## config.mk

```make
export PLATFORM = sky130hd
export DESIGN_NAME = mipsCore
export DESIGN_NICKNAME = d
export VERILOG_FILES = /design/src/common/mipsPkg.sv /design/src/decode/regFile.sv /design/src/decode/instrDecode.sv /design/src/execute/aluExecute.sv /design/src/hdl/loadResult.sv /design/src/hdl/mipsCore.sv
export SDC_FILE = /design/constraint.sdc
export NUM_CORES = 2
export LEC_CHECK = 0
export BUFFER_PORTS_ARGS = -buffer_cell sky130_fd_sc_hd__buf_2
export CAP_MARGIN = 15
export CORE_UTILIZATION = 35
export CTS_CLUSTER_DIAMETER = 120
export DETAILED_ROUTE_END_ITERATION = 16
export GPL_TIMING_DRIVEN = 1
export MAX_ROUTING_LAYER = met4
export PLACE_DENSITY = 0.6
export SYNTH_ARGS = -nofsm -noshare
export SYNTH_HDL_FRONTEND = slang
export SYNTH_SLANG_ARGS = --single-unit
```

## constraint.sdc

```tcl
create_clock -name clk -period 5.5 [get_ports clk]
set_clock_uncertainty 0.2 [all_clocks]
set_input_delay 0.825 -clock clk [delete_from_list [all_inputs] [get_ports clk]]
set_output_delay 0.825 -clock clk [all_outputs]
set_load 0.1 [all_outputs]
```

## src/common/mipsPkg.sv

```systemverilog
`default_nettype none

package mipsPkg;

	// ==============================
	// widths
	// ==============================
	localparam int DataWidth    = 32;
	localparam int RegAddrWidth = 5;

	// ==============================
	// opcodes, funct and rt codes
	// ==============================
	localparam logic [5:0] OpSpecial = 6'b000000;
	localparam logic [5:0] OpRegimm  = 6'b000001;
	localparam logic [5:0] OpBeq     = 6'b000100;
	localparam logic [5:0] OpBne     = 6'b000101;
	localparam logic [5:0] OpBlez    = 6'b000110;
	localparam logic [5:0] OpBgtz    = 6'b000111;
	localparam logic [5:0] OpAddi    = 6'b001000;
	localparam logic [5:0] OpAddiu   = 6'b001001;
	localparam logic [5:0] OpSlti    = 6'b001010;
	localparam logic [5:0] OpSltiu   = 6'b001011;
	localparam logic [5:0] OpAndi    = 6'b001100;
	localparam logic [5:0] OpOri     = 6'b001101;
	localparam logic [5:0] OpXori    = 6'b001110;
	localparam logic [5:0] OpLui     = 6'b001111;
	localparam logic [5:0] OpLb      = 6'b100000;
	localparam logic [5:0] OpLh      = 6'b100001;
	localparam logic [5:0] OpLw      = 6'b100011;
	localparam logic [5:0] OpLbu     = 6'b100100;
	localparam logic [5:0] OpLhu     = 6'b100101;
	localparam logic [5:0] OpSb      = 6'b101000;
	localparam logic [5:0] OpSh      = 6'b101001;
	localparam logic [5:0] OpSw      = 6'b101011;

	// special funct field
	localparam logic [5:0] FnSll  = 6'b000000;
	localparam logic [5:0] FnSrl  = 6'b000010;
	localparam logic [5:0] FnSra  = 6'b000011;
	localparam logic [5:0] FnAdd  = 6'b100000;
	localparam logic [5:0] FnAddu = 6'b100001;
	localparam logic [5:0] FnSub  = 6'b100010;
	localparam logic [5:0] FnSubu = 6'b100011;
	localparam logic [5:0] FnAnd  = 6'b100100;
	localparam logic [5:0] FnOr   = 6'b100101;
	localparam logic [5:0] FnXor  = 6'b100110;
	localparam logic [5:0] FnNor  = 6'b100111;
	localparam logic [5:0] FnSlt  = 6'b101010;
	localparam logic [5:0] FnSltu = 6'b101011;

	// regimm rt field
	localparam logic [4:0] RtBltz = 5'b00000;
	localparam logic [4:0] RtBgez = 5'b00001;

	// add/sub with Ov suffix are the trapping forms
	typedef enum logic [3:0] {
		AluAdd, AluAddOv, AluSub, AluSubOv, AluAnd, AluOr, AluXor,
		AluNor, AluSlt, AluSltu, AluSll, AluSrl, AluSra, AluLui
	} aluOp;

	typedef enum logic [1:0] {MemByte, MemHalf, MemWord} memSize;

	typedef enum logic [2:0] {BrNone, BrEq, BrNe, BrGtz, BrLez, BrGez, BrLtz} branchCond;

	// one word, two field layouts
	typedef struct packed {
		logic [5:0] opcode;
		logic [4:0] rs;
		logic [4:0] rt;
		logic [4:0] rd;
		logic [4:0] shamt;
		logic [5:0] funct;
	} rFormat;

	typedef struct packed {
		logic [5:0]  opcode;
		logic [4:0]  rs;
		logic [4:0]  rt;
		logic [15:0] imm;
	} iFormat;

	typedef union packed {
		rFormat rType;
		iFormat iType;
	} instrWord;

endpackage

`default_nettype wire

```

## src/decode/regFile.sv

```systemverilog
`default_nettype none

module regFile (
	input  wire clk,
	input  wire rst,
	input  wire [mipsPkg::RegAddrWidth-1:0] rdAddrA,
	input  wire [mipsPkg::RegAddrWidth-1:0] rdAddrB,
	output logic [mipsPkg::DataWidth-1:0] rdDataA,
	output logic [mipsPkg::DataWidth-1:0] rdDataB,
	input  wire wrEnable,
	input  wire [mipsPkg::RegAddrWidth-1:0] wrAddr,
	input  wire [mipsPkg::DataWidth-1:0] wrData
);
	import mipsPkg::*;

	// register 0 has no storage
	logic [DataWidth-1:0] regs [1:(1 << RegAddrWidth) - 1];

	// same-cycle write wins over stored value
	function automatic logic [DataWidth-1:0] readPort(input logic [RegAddrWidth-1:0] addr);
		if (addr == '0)
			return '0;
		else if (wrEnable && wrAddr == addr)
			return wrData;
		else
			return regs[addr];
	endfunction

	always_comb begin
		rdDataA = readPort(rdAddrA);
		rdDataB = readPort(rdAddrB);
	end

	always_ff @(posedge clk) begin
		if (rst) begin
			for (int i = 1; i < (1 << RegAddrWidth); i++)
				regs[i] <= '0;
		end else if (wrEnable && wrAddr != '0) begin
			regs[wrAddr] <= wrData;
		end
	end

endmodule

`default_nettype wire

```

## src/decode/instrDecode.sv

```systemverilog
`default_nettype none

module instrDecode (
	input  wire clk,
	input  wire rst,
	input  wire instrValid,
	input  wire mipsPkg::instrWord instr,
	input  wire [mipsPkg::DataWidth-1:0] pc,
	// register file read side
	output logic [mipsPkg::RegAddrWidth-1:0] rdAddrA,
	output logic [mipsPkg::RegAddrWidth-1:0] rdAddrB,
	input  wire [mipsPkg::DataWidth-1:0] rdDataA,
	input  wire [mipsPkg::DataWidth-1:0] rdDataB,
	// decode -> execute register
	output logic exValid,
	output logic [mipsPkg::DataWidth-1:0] exSrcA,
	output logic [mipsPkg::DataWidth-1:0] exSrcB,
	output logic [mipsPkg::RegAddrWidth-1:0] exRsAddr,
	output logic [mipsPkg::RegAddrWidth-1:0] exRtAddr,
	output logic [mipsPkg::DataWidth-1:0] exImm,
	output logic [4:0] exShamt,
	output mipsPkg::aluOp exAluOp,
	output logic exUseImm,
	output logic exShiftImm,
	output logic [mipsPkg::RegAddrWidth-1:0] exDest,
	output logic exRegWrite,
	output logic exMemRead,
	output logic exMemWrite,
	output mipsPkg::memSize exMemSize,
	output logic exLoadSigned,
	output mipsPkg::branchCond exBranchCond,
	output logic [mipsPkg::DataWidth-1:0] exPc
);
	import mipsPkg::*;

	logic [5:0] opcode;
	logic [5:0] funct;
	logic [RegAddrWidth-1:0] rt;
	logic [15:0] imm;
	logic isRType, isAluImm, isLoad, isStore, isShift, zeroExt;
	aluOp aluOpD;
	memSize memSizeD;
	branchCond branchD;

	// opcode and operands from the I view, funct from the R view
	assign opcode  = instr.iType.opcode;
	assign rt      = instr.iType.rt;
	assign imm     = instr.iType.imm;
	assign funct   = instr.rType.funct;
	assign rdAddrA = instr.iType.rs;
	assign rdAddrB = rt;

	// instruction classes
	assign isRType = (opcode == OpSpecial) && (funct inside {FnAdd, FnAddu, FnSub, FnSubu,
		FnAnd, FnOr, FnXor, FnNor, FnSlt, FnSltu, FnSll, FnSrl, FnSra});
	assign isAluImm = opcode inside {OpAddi, OpAddiu, OpSlti, OpSltiu, OpAndi, OpOri, OpXori, OpLui};
	assign isLoad   = opcode inside {OpLw, OpLh, OpLhu, OpLb, OpLbu};
	assign isStore  = opcode inside {OpSw, OpSh, OpSb};
	assign isShift  = isRType && (funct inside {FnSll, FnSrl, FnSra});
	// logical immediates are zero extended
	assign zeroExt  = opcode inside {OpAndi, OpOri, OpXori};

	// ==============================
	// ALU operation
	// ==============================
	always_comb begin
		aluOpD = AluAdd;
		case (opcode)
			OpSpecial: begin
				case (funct)
					FnAdd:   aluOpD = AluAddOv;
					FnAddu:  aluOpD = AluAdd;
					FnSub:   aluOpD = AluSubOv;
					FnSubu:  aluOpD = AluSub;
					FnAnd:   aluOpD = AluAnd;
					FnOr:    aluOpD = AluOr;
					FnXor:   aluOpD = AluXor;
					FnNor:   aluOpD = AluNor;
					FnSlt:   aluOpD = AluSlt;
					FnSltu:  aluOpD = AluSltu;
					FnSll:   aluOpD = AluSll;
					FnSrl:   aluOpD = AluSrl;
					FnSra:   aluOpD = AluSra;
					default: aluOpD = AluAdd;
				endcase
			end
			OpAddi:  aluOpD = AluAddOv;
			OpSlti:  aluOpD = AluSlt;
			OpSltiu: aluOpD = AluSltu;
			OpAndi:  aluOpD = AluAnd;
			OpOri:   aluOpD = AluOr;
			OpXori:  aluOpD = AluXor;
			OpLui:   aluOpD = AluLui;
			// addiu, loads and stores add
			default: aluOpD = AluAdd;
		endcase
	end

	// access width
	always_comb begin
		case (opcode)
			OpLw, OpSw:        memSizeD = MemWord;
			OpLh, OpLhu, OpSh: memSizeD = MemHalf;
			default:           memSizeD = MemByte;
		endcase
	end

	// branch test, regimm picks by rt
	always_comb begin
		branchD = BrNone;
		case (opcode)
			OpBeq:  branchD = BrEq;
			OpBne:  branchD = BrNe;
			OpBgtz: branchD = BrGtz;
			OpBlez: branchD = BrLez;
			OpRegimm: begin
				if (rt == RtBgez)
					branchD = BrGez;
				else if (rt == RtBltz)
					branchD = BrLtz;
			end
			default: branchD = BrNone;
		endcase
	end

	// ==============================
	// decode -> execute register
	// ==============================
	always_ff @(posedge clk) begin
		if (rst) begin
			exValid      <= 1'b0;
			exRegWrite   <= 1'b0;
			exMemRead    <= 1'b0;
			exMemWrite   <= 1'b0;
			exBranchCond <= BrNone;
		end else begin
			exValid      <= instrValid;
			// unsupported words land here with every strobe low
			exRegWrite   <= instrValid && (isRType || isAluImm || isLoad);
			exMemRead    <= instrValid && isLoad;
			exMemWrite   <= instrValid && isStore;
			exBranchCond <= instrValid ? branchD : BrNone;
		end
	end

	// operands and qualifiers
	always_ff @(posedge clk) begin
		exSrcA       <= rdDataA;
		exSrcB       <= rdDataB;
		exRsAddr     <= instr.iType.rs;
		exRtAddr     <= rt;
		exImm        <= zeroExt ? {16'b0, imm} : {{16{imm[15]}}, imm};
		exShamt      <= instr.rType.shamt;
		exAluOp      <= aluOpD;
		exUseImm     <= isAluImm || isLoad || isStore;
		exShiftImm   <= isShift;
		// rd for R-type, rt otherwise
		exDest       <= (opcode == OpSpecial) ? instr.rType.rd : rt;
		exMemSize    <= memSizeD;
		exLoadSigned <= opcode inside {OpLh, OpLb};
		exPc         <= pc;
	end

endmodule

`default_nettype wire

```

## src/execute/aluExecute.sv

```systemverilog
`default_nettype none

module aluExecute (
	input  wire clk,
	input  wire rst,
	// from decode
	input  wire exValid,
	input  wire [mipsPkg::DataWidth-1:0] exSrcA,
	input  wire [mipsPkg::DataWidth-1:0] exSrcB,
	input  wire [mipsPkg::RegAddrWidth-1:0] exRsAddr,
	input  wire [mipsPkg::RegAddrWidth-1:0] exRtAddr,
	input  wire [mipsPkg::DataWidth-1:0] exImm,
	input  wire [4:0] exShamt,
	input  wire mipsPkg::aluOp exAluOp,
	input  wire exUseImm,
	input  wire exShiftImm,
	input  wire [mipsPkg::RegAddrWidth-1:0] exDest,
	input  wire exRegWrite,
	input  wire exMemRead,
	input  wire exMemWrite,
	input  wire mipsPkg::memSize exMemSize,
	input  wire exLoadSigned,
	input  wire mipsPkg::branchCond exBranchCond,
	input  wire [mipsPkg::DataWidth-1:0] exPc,
	// result stage writeback, for forwarding
	input  wire wbEnable,
	input  wire [mipsPkg::RegAddrWidth-1:0] wbReg,
	input  wire [mipsPkg::DataWidth-1:0] wbData,
	// branch report and overflow
	output logic branchValid,
	output logic branchTaken,
	output logic [mipsPkg::DataWidth-1:0] branchTarget,
	output logic overflow,
	// execute -> result register
	output logic memValid,
	output logic [mipsPkg::DataWidth-1:0] memAddr,
	output logic [mipsPkg::DataWidth-1:0] memStoreData,
	output logic [3:0] memByteEnable,
	output logic memRead,
	output logic memWrite,
	output mipsPkg::memSize memSize,
	output logic memLoadSigned,
	output logic [mipsPkg::RegAddrWidth-1:0] memDest,
	output logic memRegWrite
);
	import mipsPkg::*;

	logic [DataWidth-1:0] opA, fwdB, opB, sum, diff, aluResult, storeData;
	logic [4:0] shiftAmt;
	logic addOv, subOv, trapOv, condTrue;
	logic [3:0] storeLanes;

	// W-to-E forwarding, wbEnable already excludes r0
	assign opA  = (wbEnable && wbReg == exRsAddr) ? wbData : exSrcA;
	assign fwdB = (wbEnable && wbReg == exRtAddr) ? wbData : exSrcB;
	assign opB  = exUseImm ? exImm : fwdB;
	assign shiftAmt = exShiftImm ? exShamt : opA[4:0];

	// ==============================
	// ALU and overflow
	// ==============================
	assign sum  = opA + opB;
	assign diff = opA - opB;
	// signed overflow from operand and result signs
	assign addOv  = (opA[DataWidth-1] == opB[DataWidth-1]) && (sum[DataWidth-1] != opA[DataWidth-1]);
	assign subOv  = (opA[DataWidth-1] != opB[DataWidth-1]) && (diff[DataWidth-1] != opA[DataWidth-1]);
	assign trapOv = ((exAluOp == AluAddOv) && addOv) || ((exAluOp == AluSubOv) && subOv);

	always_comb begin
		case (exAluOp)
			AluAdd, AluAddOv: aluResult = sum;
			AluSub, AluSubOv: aluResult = diff;
			AluAnd:  aluResult = opA & opB;
			AluOr:   aluResult = opA | opB;
			AluXor:  aluResult = opA ^ opB;
			AluNor:  aluResult = ~(opA | opB);
			AluSlt:  aluResult = {{(DataWidth-1){1'b0}}, $signed(opA) < $signed(opB)};
			AluSltu: aluResult = {{(DataWidth-1){1'b0}}, opA < opB};
			// shifts act on rt
			AluSll:  aluResult = opB << shiftAmt;
			AluSrl:  aluResult = opB >> shiftAmt;
			AluSra:  aluResult = $signed(opB) >>> shiftAmt;
			AluLui:  aluResult = {opB[15:0], 16'b0};
			default: aluResult = sum;
		endcase
	end

	// ==============================
	// branch evaluation
	// ==============================
	always_comb begin
		case (exBranchCond)
			BrEq:    condTrue = (opA == fwdB);
			BrNe:    condTrue = (opA != fwdB);
			BrGtz:   condTrue = !opA[DataWidth-1] && (opA != '0);
			BrLez:   condTrue = opA[DataWidth-1] || (opA == '0);
			BrGez:   condTrue = !opA[DataWidth-1];
			BrLtz:   condTrue = opA[DataWidth-1];
			default: condTrue = 1'b0;
		endcase
	end

	// reported only, fetch is outside
	assign branchValid  = exValid && (exBranchCond != BrNone);
	assign branchTaken  = branchValid && condTrue;
	assign branchTarget = exPc + 32'd4 + {exImm[DataWidth-3:0], 2'b00};
	assign overflow     = exValid && trapOv;

	// store lanes, little endian
	always_comb begin
		case (exMemSize)
			MemByte: begin
				storeData  = {4{fwdB[7:0]}};
				storeLanes = 4'b0001 << aluResult[1:0];
			end
			MemHalf: begin
				storeData  = {2{fwdB[15:0]}};
				storeLanes = aluResult[1] ? 4'b1100 : 4'b0011;
			end
			default: begin
				storeData  = fwdB;
				storeLanes = 4'b1111;
			end
		endcase
	end

	always_ff @(posedge clk) begin
		if (rst) begin
			memValid    <= 1'b0;
			memRead     <= 1'b0;
			memWrite    <= 1'b0;
			memRegWrite <= 1'b0;
		end else begin
			memValid    <= exValid;
			memRead     <= exValid && exMemRead;
			memWrite    <= exValid && exMemWrite;
			// trapped add/sub drops its write
			memRegWrite <= exValid && exRegWrite && !trapOv;
		end
	end

	always_ff @(posedge clk) begin
		memAddr       <= aluResult;
		memStoreData  <= storeData;
		memByteEnable <= storeLanes;
		memSize       <= exMemSize;
		memLoadSigned <= exLoadSigned;
		memDest       <= exDest;
	end

endmodule

`default_nettype wire

```

## src/hdl/loadResult.sv

```systemverilog
`default_nettype none

module loadResult (
	// execute -> result register contents
	input  wire memValid,
	input  wire [mipsPkg::DataWidth-1:0] memAddr,
	input  wire [mipsPkg::DataWidth-1:0] memStoreData,
	input  wire [3:0] memByteEnable,
	input  wire memLoad,
	input  wire memStore,
	input  wire mipsPkg::memSize memSize,
	input  wire memLoadSigned,
	input  wire [mipsPkg::RegAddrWidth-1:0] memDest,
	input  wire memRegWrite,
	input  wire [mipsPkg::DataWidth-1:0] readData,
	// data memory side
	output logic [mipsPkg::DataWidth-1:0] dataAddr,
	output logic [mipsPkg::DataWidth-1:0] writeData,
	output logic [3:0] byteEnable,
	output logic memRead,
	output logic memWrite,
	// writeback
	output logic wbEnable,
	output logic [mipsPkg::RegAddrWidth-1:0] wbReg,
	output logic [mipsPkg::DataWidth-1:0] wbData
);
	import mipsPkg::*;

	logic [7:0] loadByte;
	logic [15:0] loadHalf;
	logic [DataWidth-1:0] loadValue;

	// ==============================
	// memory access
	// ==============================
	assign dataAddr   = memAddr;
	assign writeData  = memStoreData;
	assign memRead    = memValid && memLoad;
	assign memWrite   = memValid && memStore;
	// lanes only shown during an access
	assign byteEnable = (memRead || memWrite) ? memByteEnable : 4'b0000;

	// lane pick from low address bits
	assign loadByte = readData[8 * memAddr[1:0] +: 8];
	assign loadHalf = memAddr[1] ? readData[31:16] : readData[15:0];

	always_comb begin
		case (memSize)
			MemByte: loadValue = {{24{memLoadSigned && loadByte[7]}}, loadByte};
			MemHalf: loadValue = {{16{memLoadSigned && loadHalf[15]}}, loadHalf};
			default: loadValue = readData;
		endcase
	end

	// ==============================
	// writeback
	// ==============================
	assign wbReg    = memDest;
	assign wbData   = memLoad ? loadValue : memAddr;
	// r0 is never written
	assign wbEnable = memValid && memRegWrite && (memDest != '0);

endmodule

`default_nettype wire

```

## src/hdl/mipsCore.sv

```systemverilog
`default_nettype none

module mipsCore (
	input  wire clk,
	input  wire rst,
	input  wire instrValid,
	input  wire mipsPkg::instrWord instr,
	input  wire [mipsPkg::DataWidth-1:0] pc,
	input  wire [mipsPkg::DataWidth-1:0] readData,
	output logic [mipsPkg::DataWidth-1:0] dataAddr,
	output logic [mipsPkg::DataWidth-1:0] writeData,
	output logic [3:0] byteEnable,
	output logic memRead,
	output logic memWrite,
	output logic branchValid,
	output logic branchTaken,
	output logic [mipsPkg::DataWidth-1:0] branchTarget,
	output logic overflow,
	output logic wbEnable,
	output logic [mipsPkg::RegAddrWidth-1:0] wbReg,
	output logic [mipsPkg::DataWidth-1:0] wbData
);
	import mipsPkg::*;

	// register file read side
	logic [RegAddrWidth-1:0] rdAddrA, rdAddrB;
	logic [DataWidth-1:0] rdDataA, rdDataB;

	// ==============================
	// decode -> execute
	// ==============================
	logic exValid, exUseImm, exShiftImm, exRegWrite, exMemRead, exMemWrite, exLoadSigned;
	logic [DataWidth-1:0] exSrcA, exSrcB, exImm, exPc;
	logic [RegAddrWidth-1:0] exRsAddr, exRtAddr, exDest;
	logic [4:0] exShamt;
	aluOp exAluOp;
	memSize exMemSize;
	branchCond exBranchCond;

	// ==============================
	// execute -> result
	// ==============================
	logic memValid, memLoad, memStore, memLoadSigned, memRegWrite;
	logic [DataWidth-1:0] memAddr, memStoreData;
	logic [3:0] memByteEnable;
	logic [RegAddrWidth-1:0] memDest;
	memSize memLaneSize;

	// write port fed from the result stage
	regFile regFile_i (
		.*,
		.wrEnable(wbEnable),
		.wrAddr(wbReg),
		.wrData(wbData)
	);

	instrDecode instrDecode_i (.*);

	// stage register strobes renamed on the way to the result stage
	aluExecute aluExecute_i (
		.*,
		.memRead(memLoad),
		.memWrite(memStore),
		.memSize(memLaneSize)
	);

	loadResult loadResult_i (
		.*,
		.memSize(memLaneSize)
	);

endmodule

`default_nettype wire

```

* After elaboration in Yosys (flattened, before gate mapping)
Memory sizes are Yosys's and may differ from the RTL's. Index checks and enable logic that the tools add are counted. Widths: inputs -> output; s select.
Word-level totals: register bits 229, latch bits 0, memory bits (writable) 992, ROM bits 256, output and inout bits 143, word-level logic and storage cells 200, memories kept 2
Operators by class: add/sub/neg operators 4, multipliers 0, divide/modulo/power cells 0, $lt $le $gt $ge 2, equal/unequal tests 65, shift-type cells 5, multiplexer cells 29, bitwise operators 5, reduce and logical (&&, ||, !) cells 59
Memories:
- regFile_i.regs | depth 31, width 32, rd ports 2, clocked after memory_dff 0, wr ports 31, RTL line regFile.sv:17 | logic [DataWidth-1:0] regs [1:(1 << RegAddrWidth) - 1];
- (no name shown) | depth 64, width 4, rd ports 1, clocked after memory_dff 0, wr ports 0, RTL line instrDecode.sv:70 | case (funct)
Operators with widths (count):
- $pmux 32 s11 | 1
- $mux 32 | 7
- $pmux 32 s2 | 2
- $eq 6x6->1 const B | 18
- $add 32x32->32 | 2
- $lt 32x32->1 | 2
- $eq 6x4->1 const B | 8
- $add 32x3->32 const B | 1
- $and 32x32->32 | 1
- $eq 32x32->1 | 1
- $logic_not 32->1 | 1
- $ne 32x32->1 | 1
- $not 32->32 | 1
- $or 32x32->32 | 1
- $pmux 4 s8 | 1
- $reduce_bool 32->1 | 1
- $reduce_or 32->1 | 1
- $shiftx 32x6->8 | 1
- $shl 32x5->32 | 1
- $shr 32x5->32 | 1
- $sshr 32x5->32 | 1
- $sub 32x32->32 | 1
- $xor 32x32->32 | 1
- $logic_and 1x1->1 | 28
- other kinds (38) | 85

* Depth between registers and ports, before layout
word-level depth 13, mapped depth 23, depth with buffers taken out 19

* Cells and area by module
From an unflattened synthesis, not the netlist that was laid out.
Unflattened totals: cells, all modules 6369, area, all modules 75363.5 µm²
Modules (own cells, without submodules):
- regFile | times used 1, cells each 3741, area an instance 54725.0 µm², sequential area each 30749.5 µm²
- aluExecute | times used 1, cells each 2142, area an instance 15452.3 µm², sequential area each 1601.5 µm²
- instrDecode | times used 1, cells each 263, area an instance 3671.0 µm², sequential area each 2882.8 µm²
- loadResult | times used 1, cells each 223, area an instance 1515.2 µm², sequential area each 0.0 µm²

* Worst setup path after synthesis
OpenSTA, ideal clock, no wires.
kind register to output, start point register aluExecute_i.memAddr[1] (netlist name), end point output overflow, data arrival time 6.547 ns, data required time 4.475 ns, setup slack -2.072 ns, stages on the path, launching flop included 22, cell sequence dfxtp_1 > buf_2 > buf_2 > mux2i_1 > nand2_1 > a41oi_2 > inv_1 > mux2i_1 > inv_1 > ha_1 > clkbuf_1 > o21ai_0 > o21ai_0 > a31oi_1 > a2111oi_0 > o21ai_0 > a31o_2 > o21ai_0 > nand2_1 > a31oi_1 > a21o_1 > and3_1
On the way: elaborated cells between the ends (all ways) 21, those cells by class add/sub: 2; eq/ne: 4; shift: 1; mux: 6; reduce/logical: 8
RTL lines:
- start: declaration | RTL line aluExecute.sv:36 | output logic [mipsPkg::DataWidth-1:0] memAddr,
- start signal: assignment | RTL line aluExecute.sv:143 | memAddr <= aluResult;
- $shiftx 32x6->8 / $mux 16 (equally long branches) | RTL line loadResult.sv:44, loadResult.sv:45
- $pmux 32 s2 (*) | RTL line loadResult.sv:48 | case (memSize)
- $mux 32 (*) | RTL line loadResult.sv:59 | assign wbData = memLoad ? loadValue : memAddr;
- net wbData (one bit) | RTL line mipsCore.sv:21 | output logic [mipsPkg::DataWidth-1:0] wbData
- $mux 32 | RTL line aluExecute.sv:55 | assign fwdB = (wbEnable && wbReg == exRtAddr) ? wbData : exSrcB;
- $mux 32 | RTL line aluExecute.sv:56 | assign opB = exUseImm ? exImm : fwdB;
- $add 32x32->32 / $sub 32x32->32 (equally long branches) | RTL line aluExecute.sv:62, aluExecute.sv:63
- $ne 1x1->1, on equally long branches | RTL line aluExecute.sv:65, aluExecute.sv:66
- $logic_and 1x1->1, on equally long branches | RTL line aluExecute.sv:65, aluExecute.sv:66
- $logic_and 1x1->1 | RTL line aluExecute.sv:67 | assign trapOv = ((exAluOp == AluAddOv) && addOv) || ((exAluOp == AluSubOv) && subOv);
- $logic_or 1x1->1 (*) | RTL line aluExecute.sv:67
- $logic_and 1x1->1 (*) | RTL line aluExecute.sv:107 | assign overflow = exValid && trapOv;
- end: declaration | RTL line mipsCore.sv:18 | output logic overflow,
Mark *: on every way through the listed nets, which the timed path passes. The rest lies on a longest branch.

* Worst setup path in the final report
start point register aluExecute_i.memAddr[0] (netlist name), end point output overflow
On the way: word-level cells in the longest chain between the ends 12, elaborated cells between the ends (all ways) 19, those cells by class add/sub: 2; eq/ne: 4; shift: 1; mux: 5; reduce/logical: 7
RTL lines:
- $shiftx 32x6->8 | RTL line loadResult.sv:44 | assign loadByte = readData[8 * memAddr[1:0] +: 8];
- $logic_and 1x1->1 | RTL line loadResult.sv:49 | MemByte: loadValue = {{24{memLoadSigned && loadByte[7]}}, loadByte};
- $pmux 32 s2 | RTL line loadResult.sv:48
- $mux 32 (*) | RTL line loadResult.sv:59
- $mux 32 | RTL line aluExecute.sv:55
- $mux 32 | RTL line aluExecute.sv:56
- $add 32x32->32 / $sub 32x32->32 (equally long branches) | RTL line aluExecute.sv:62, aluExecute.sv:63
- $ne 1x1->1, on equally long branches | RTL line aluExecute.sv:65, aluExecute.sv:66
- $logic_and 1x1->1, on equally long branches | RTL line aluExecute.sv:65, aluExecute.sv:66
- $logic_and 1x1->1 | RTL line aluExecute.sv:67
- $logic_or 1x1->1 (*) | RTL line aluExecute.sv:67
- $logic_and 1x1->1 (*) | RTL line aluExecute.sv:107
Every way passes the cells marked *; elsewhere a longest branch is shown, timed or not.

==> results.tsv <==
metric	value	unit
maxSlewHeadroom	24.5	%
max-clock-path-buffers	3	
synth_edf_count	1024	
routedWlPerCell	35.1	um
die_y	457	um
setup_tns	-1.50	ns
cts_tree	done	
dieArea	0.209	mm^2
rows	166	
critPathLaunchType	flop	
grt_pass1_wl	462	mm
synth_compound_area_share	8.75	%
clkTransAtPathRegs	0.06	ns
synth_mux_area_share	23.4	%
dpl_cell_area	0.0831	mm^2
place_inst	9255	
synthAdderAreaFrac	2.73	%
ys_seq_area_share	48.7	%
leakage	34.9	nW
synth_top_area_share	42.5	%
setup_viol	3	
p_int	20.7	mW
seqCellArea	0.0353	mm^2
fin_area	0.0901	mm^2
cap_viol_max_count	0	
r2r_start	aluExecute_i.memDest[4]$_DFF_P_	
nFillCells	18800	
worstHoldPathType	input pin to flop	
multi_input_area	0.0361	mm^2
fin_nets	7082	
dp_hpwl	241	mm
violations	setup timing	
ys.flop_type	edfxtp_1	
tightestPinTransition	1.13	ns
io_buffers	241	
period_share	116	%
fin_util	44.0	%
core_area	0.205	mm^2
end_kind	primary output	
worstSetupPathType	flop to primary output	
routed_wl	338	mm
ioPinCount	242	
clock-root-buffer	clkbuf_16	
synth.distinct_cells	92	
status	finished with violations	
initial_core_util	35.3	%
final_antenna_net_count	0	
grt_max_degree	61	
cp.arrival	5.37	ns
worstSetupStartpoint	aluExecute_i.memAddr[0]$_DFF_P_	
vias	59100	
r2r_cells	21	
cp_max_fo	5	
track_usage	32.7	%
async_flop_share	0	%
cts_buffers	140	
slew_viol_final	0	
detail_route.vias_per_cell	6.13	
instances_no_fill	9644	
clkPwrFrac	27.3	%
endpoint	overflow	
place.gp.congestion	1.06	
yosysWarnings	0	
layout-drive-gt1-share	35.2	%
required	4.47	ns
area_growth	24.6	%
power.net_switching	14.4	mW
synth_xor_area_share	1.59	%
swShare	41.1	%
antenna_found_initial	20	
cts_max_level	4	
synth_area	0.0723	mm^2
setup_ws	-0.893	ns
ir_drop	0.389	mV
power-per-cell-area	389	mW/mm^2
dieWidth	457	um
ys_ff_latch	1248	
final_hold_viol_count	0	
seqPwrFrac	32.6	%
regToRegSetupSlack	0	ns
synth_top_family_by_area	multiplexers	
drc	0	
synth.avg_cell_area	12.2	um^2
clock-sinks	1248	
synth.area.top_cells	edfxtp_1 (43%), mux4_2 (20%), nor2_1 (6.7%), dfxtp_1 (6.2%), mux2i_1 (2.9%)	
min_period	6.39	ns
drt_iter0_drc	7845	
r2r-end	aluExecute_i.memByteEnable[2]$_DFF_P_	
yosys.area.top_type	edfxtp_1	
rsz0062_at_grt	yes	
clk_latency	0.83	ns
first_pass_iters	6	
grt_overflow	0	
synth-simple-area-share	11.0	%
power_frac_comb	40.1	%
synthCells	5941	
fmax	156	MHz
grt_pass1_vias	57700	
power by group through the flow:
stage | sequential, mW | combinational [mW] | clock, mW
global route | 11.5 | 14.4 | 9.99
detailed placement | 11.6 | 13.2 | 0
CTS | 11.4 | 13.6 | 9.66
finish | 11.4 | 14.1 | 9.56
global placement | 11.6 | 13.2 | 0
floorplan | 12.4 | 6.53 | 0
what timing repair did:
item / CTS / global route
resized for setup: 158 / 125
setup endpoints to repair: 26 / 17
setup buffers: 38 / 37
pin swaps: 58 / 75
endpoints found under the hold margin: 47 / 0
hold buffers: 47 / 0
gates cloned: 0 / 1
layout by cell type (no fill, tap or decap), types with 77 or more instances in the layout:
master | netlist | layout
nor2_1 | 1286 | 1275
edfxtp_1 | 1024 | 1024
buf_4 | 8 | 889
mux4_2 | 645 | 645
buf_2 | 51 | 227
dfxtp_1 | 224 | 207
nand2_1 | 239 | 201
mux2i_1 | 213 | 194
o21ai_0 | 193 | 168
a21oi_1 | 176 | 164
clkbuf_16 | 0 | 145
ha_1 | 153 | 137
inv_1 | 139 | 120
xnor2_1 | 98 | 93
a211oi_1 | 84 | 77
Yosys cell counts, types with 17 or more instances:
| master | instances |
|---|---|
| a211oi_1 | 84 |
| a21o_1 | 30 |
| a21oi_1 | 176 |
| a31oi_1 | 28 |
| a41o_1 | 18 |
| and2_1 | 19 |
| and3_1 | 21 |
| buf_1 | 87 |
| buf_2 | 51 |
| clkbuf_1 | 410 |
| dfxtp_1 | 224 |
| edfxtp_1 | 1024 |
| ha_1 | 153 |
| inv_1 | 139 |
| mux2_2 | 25 |
| mux2i_1 | 213 |
| mux4_2 | 645 |
| nand2_1 | 239 |
| nand2b_1 | 70 |
| nand3_1 | 45 |
| nand4_1 | 19 |
| nor2_1 | 1286 |
| nor2b_1 | 30 |
| nor3_1 | 81 |
| nor4_1 | 17 |
| o211ai_1 | 47 |
| o21a_1 | 21 |
| o21ai_0 | 193 |
| o21bai_1 | 30 |
| o221ai_1 | 36 |
| o22ai_1 | 27 |
| o31ai_1 | 28 |
| or3_1 | 17 |
| xnor2_1 | 98 |
| xor2_1 | 33 |
state kept, by name (all words and copies together) (netlist names), 5 cells and up:
register / cells
instrDecode_i.exSrcA: 32
instrDecode_i.exRtAddr: 5
aluExecute_i.memDest: 5
instrDecode_i.exImm: 13
aluExecute_i.memStoreData: 32
aluExecute_i.memAddr: 32
instrDecode_i.exSrcB: 32
instrDecode_i.exRsAddr: 5
instrDecode_i.exPc: 32
regFile_i.regs: 1024
instrDecode_i.exDest: 5
stage by stage:
stage,worst slack [ns],power (mW),hold slack [ns]
final,-0.893,35.1,0.0599
after detailed placement,-0.924,24.8,0.117
after floorplan,-0.450,18.9,0.109
after global routing,-1.01,35.9,0.0379
after CTS,-0.948,34.6,0.00519
after global placement,-0.881,24.8,0.114
worst min path at each step:
stage,to,cells past startpoint,startpoint
4_1_cts,instrDecode_i.exImm[0]$_DFF_P_,1,instr[0]
3_3_place_gp,aluExecute_i.memDest[1]$_DFF_P_,0,instrDecode_i.exDest[1]$_DFF_P_
6_report,instrDecode_i.exImm[0]$_DFF_P_,1,instr[0]
2_1_floorplan,aluExecute_i.memDest[0]$_DFF_P_,0,instrDecode_i.exDest[0]$_DFF_P_
5_1_grt,instrDecode_i.exImm[0]$_DFF_P_,1,instr[0]
3_5_place_dp,aluExecute_i.memLoadSigned$_DFF_P_,0,instrDecode_i.exLoadSigned$_DFF_P_
cell type report:
class / instances / share of cell area (%)
timing repair buffer: 1270 / 11.2
tap: 2688 / 3.73
multi-input combinational: 4016 / 40.0
antenna: 19 / 0.0528
sequential: 1248 / 39.2
clock buffer: 188 / 4.32
clock inverter: 64 / 0.823
inverter: 151 / 0.671
critical path, stage by stage (launching register included):
cell	delay (ns)
dfxtp_4	0.47
buf_6	0.14
mux2_4	0.32
a31o_4	0.30
buf_4	0.17
nor3_4	0.22
o311ai_2	0.14
and2_4	0.19
buf_4	0.15
ha_1	0.29
buf_4	0.14
nand2_1	0.11
a2111oi_4	0.29
buf_4	0.18
o21ai_4	0.07
a31o_4	0.26
o21ai_4	0.13
nand2_2	0.07
a31oi_4	0.24
a21o_1	0.18
and3_4	0.27
buf_12	0.19
metal layers:
metal | track usage (%) | share of wire [%] | up-vias
met5 | - | 0 | -
met4 | 20.7 | 7.7 | 0
met3 | 5.72 | 9.0 | 882
met2 | 51.7 | 47 | 3775
met1 | 38.7 | 36 | 30200
li1 | - | - | 24300
logic make-up after synthesis:
group / count (synthesis)
DFF: 1248
AOI/OAI and AO/OA: 919
and+or+nand+nor: 1895
adders and majority gates: 156
xor gates and xnor gates: 131
other: 1
muxes: 883
buffers and inverters: 708
Note: power is estimated with default switching activity, not from simulation.
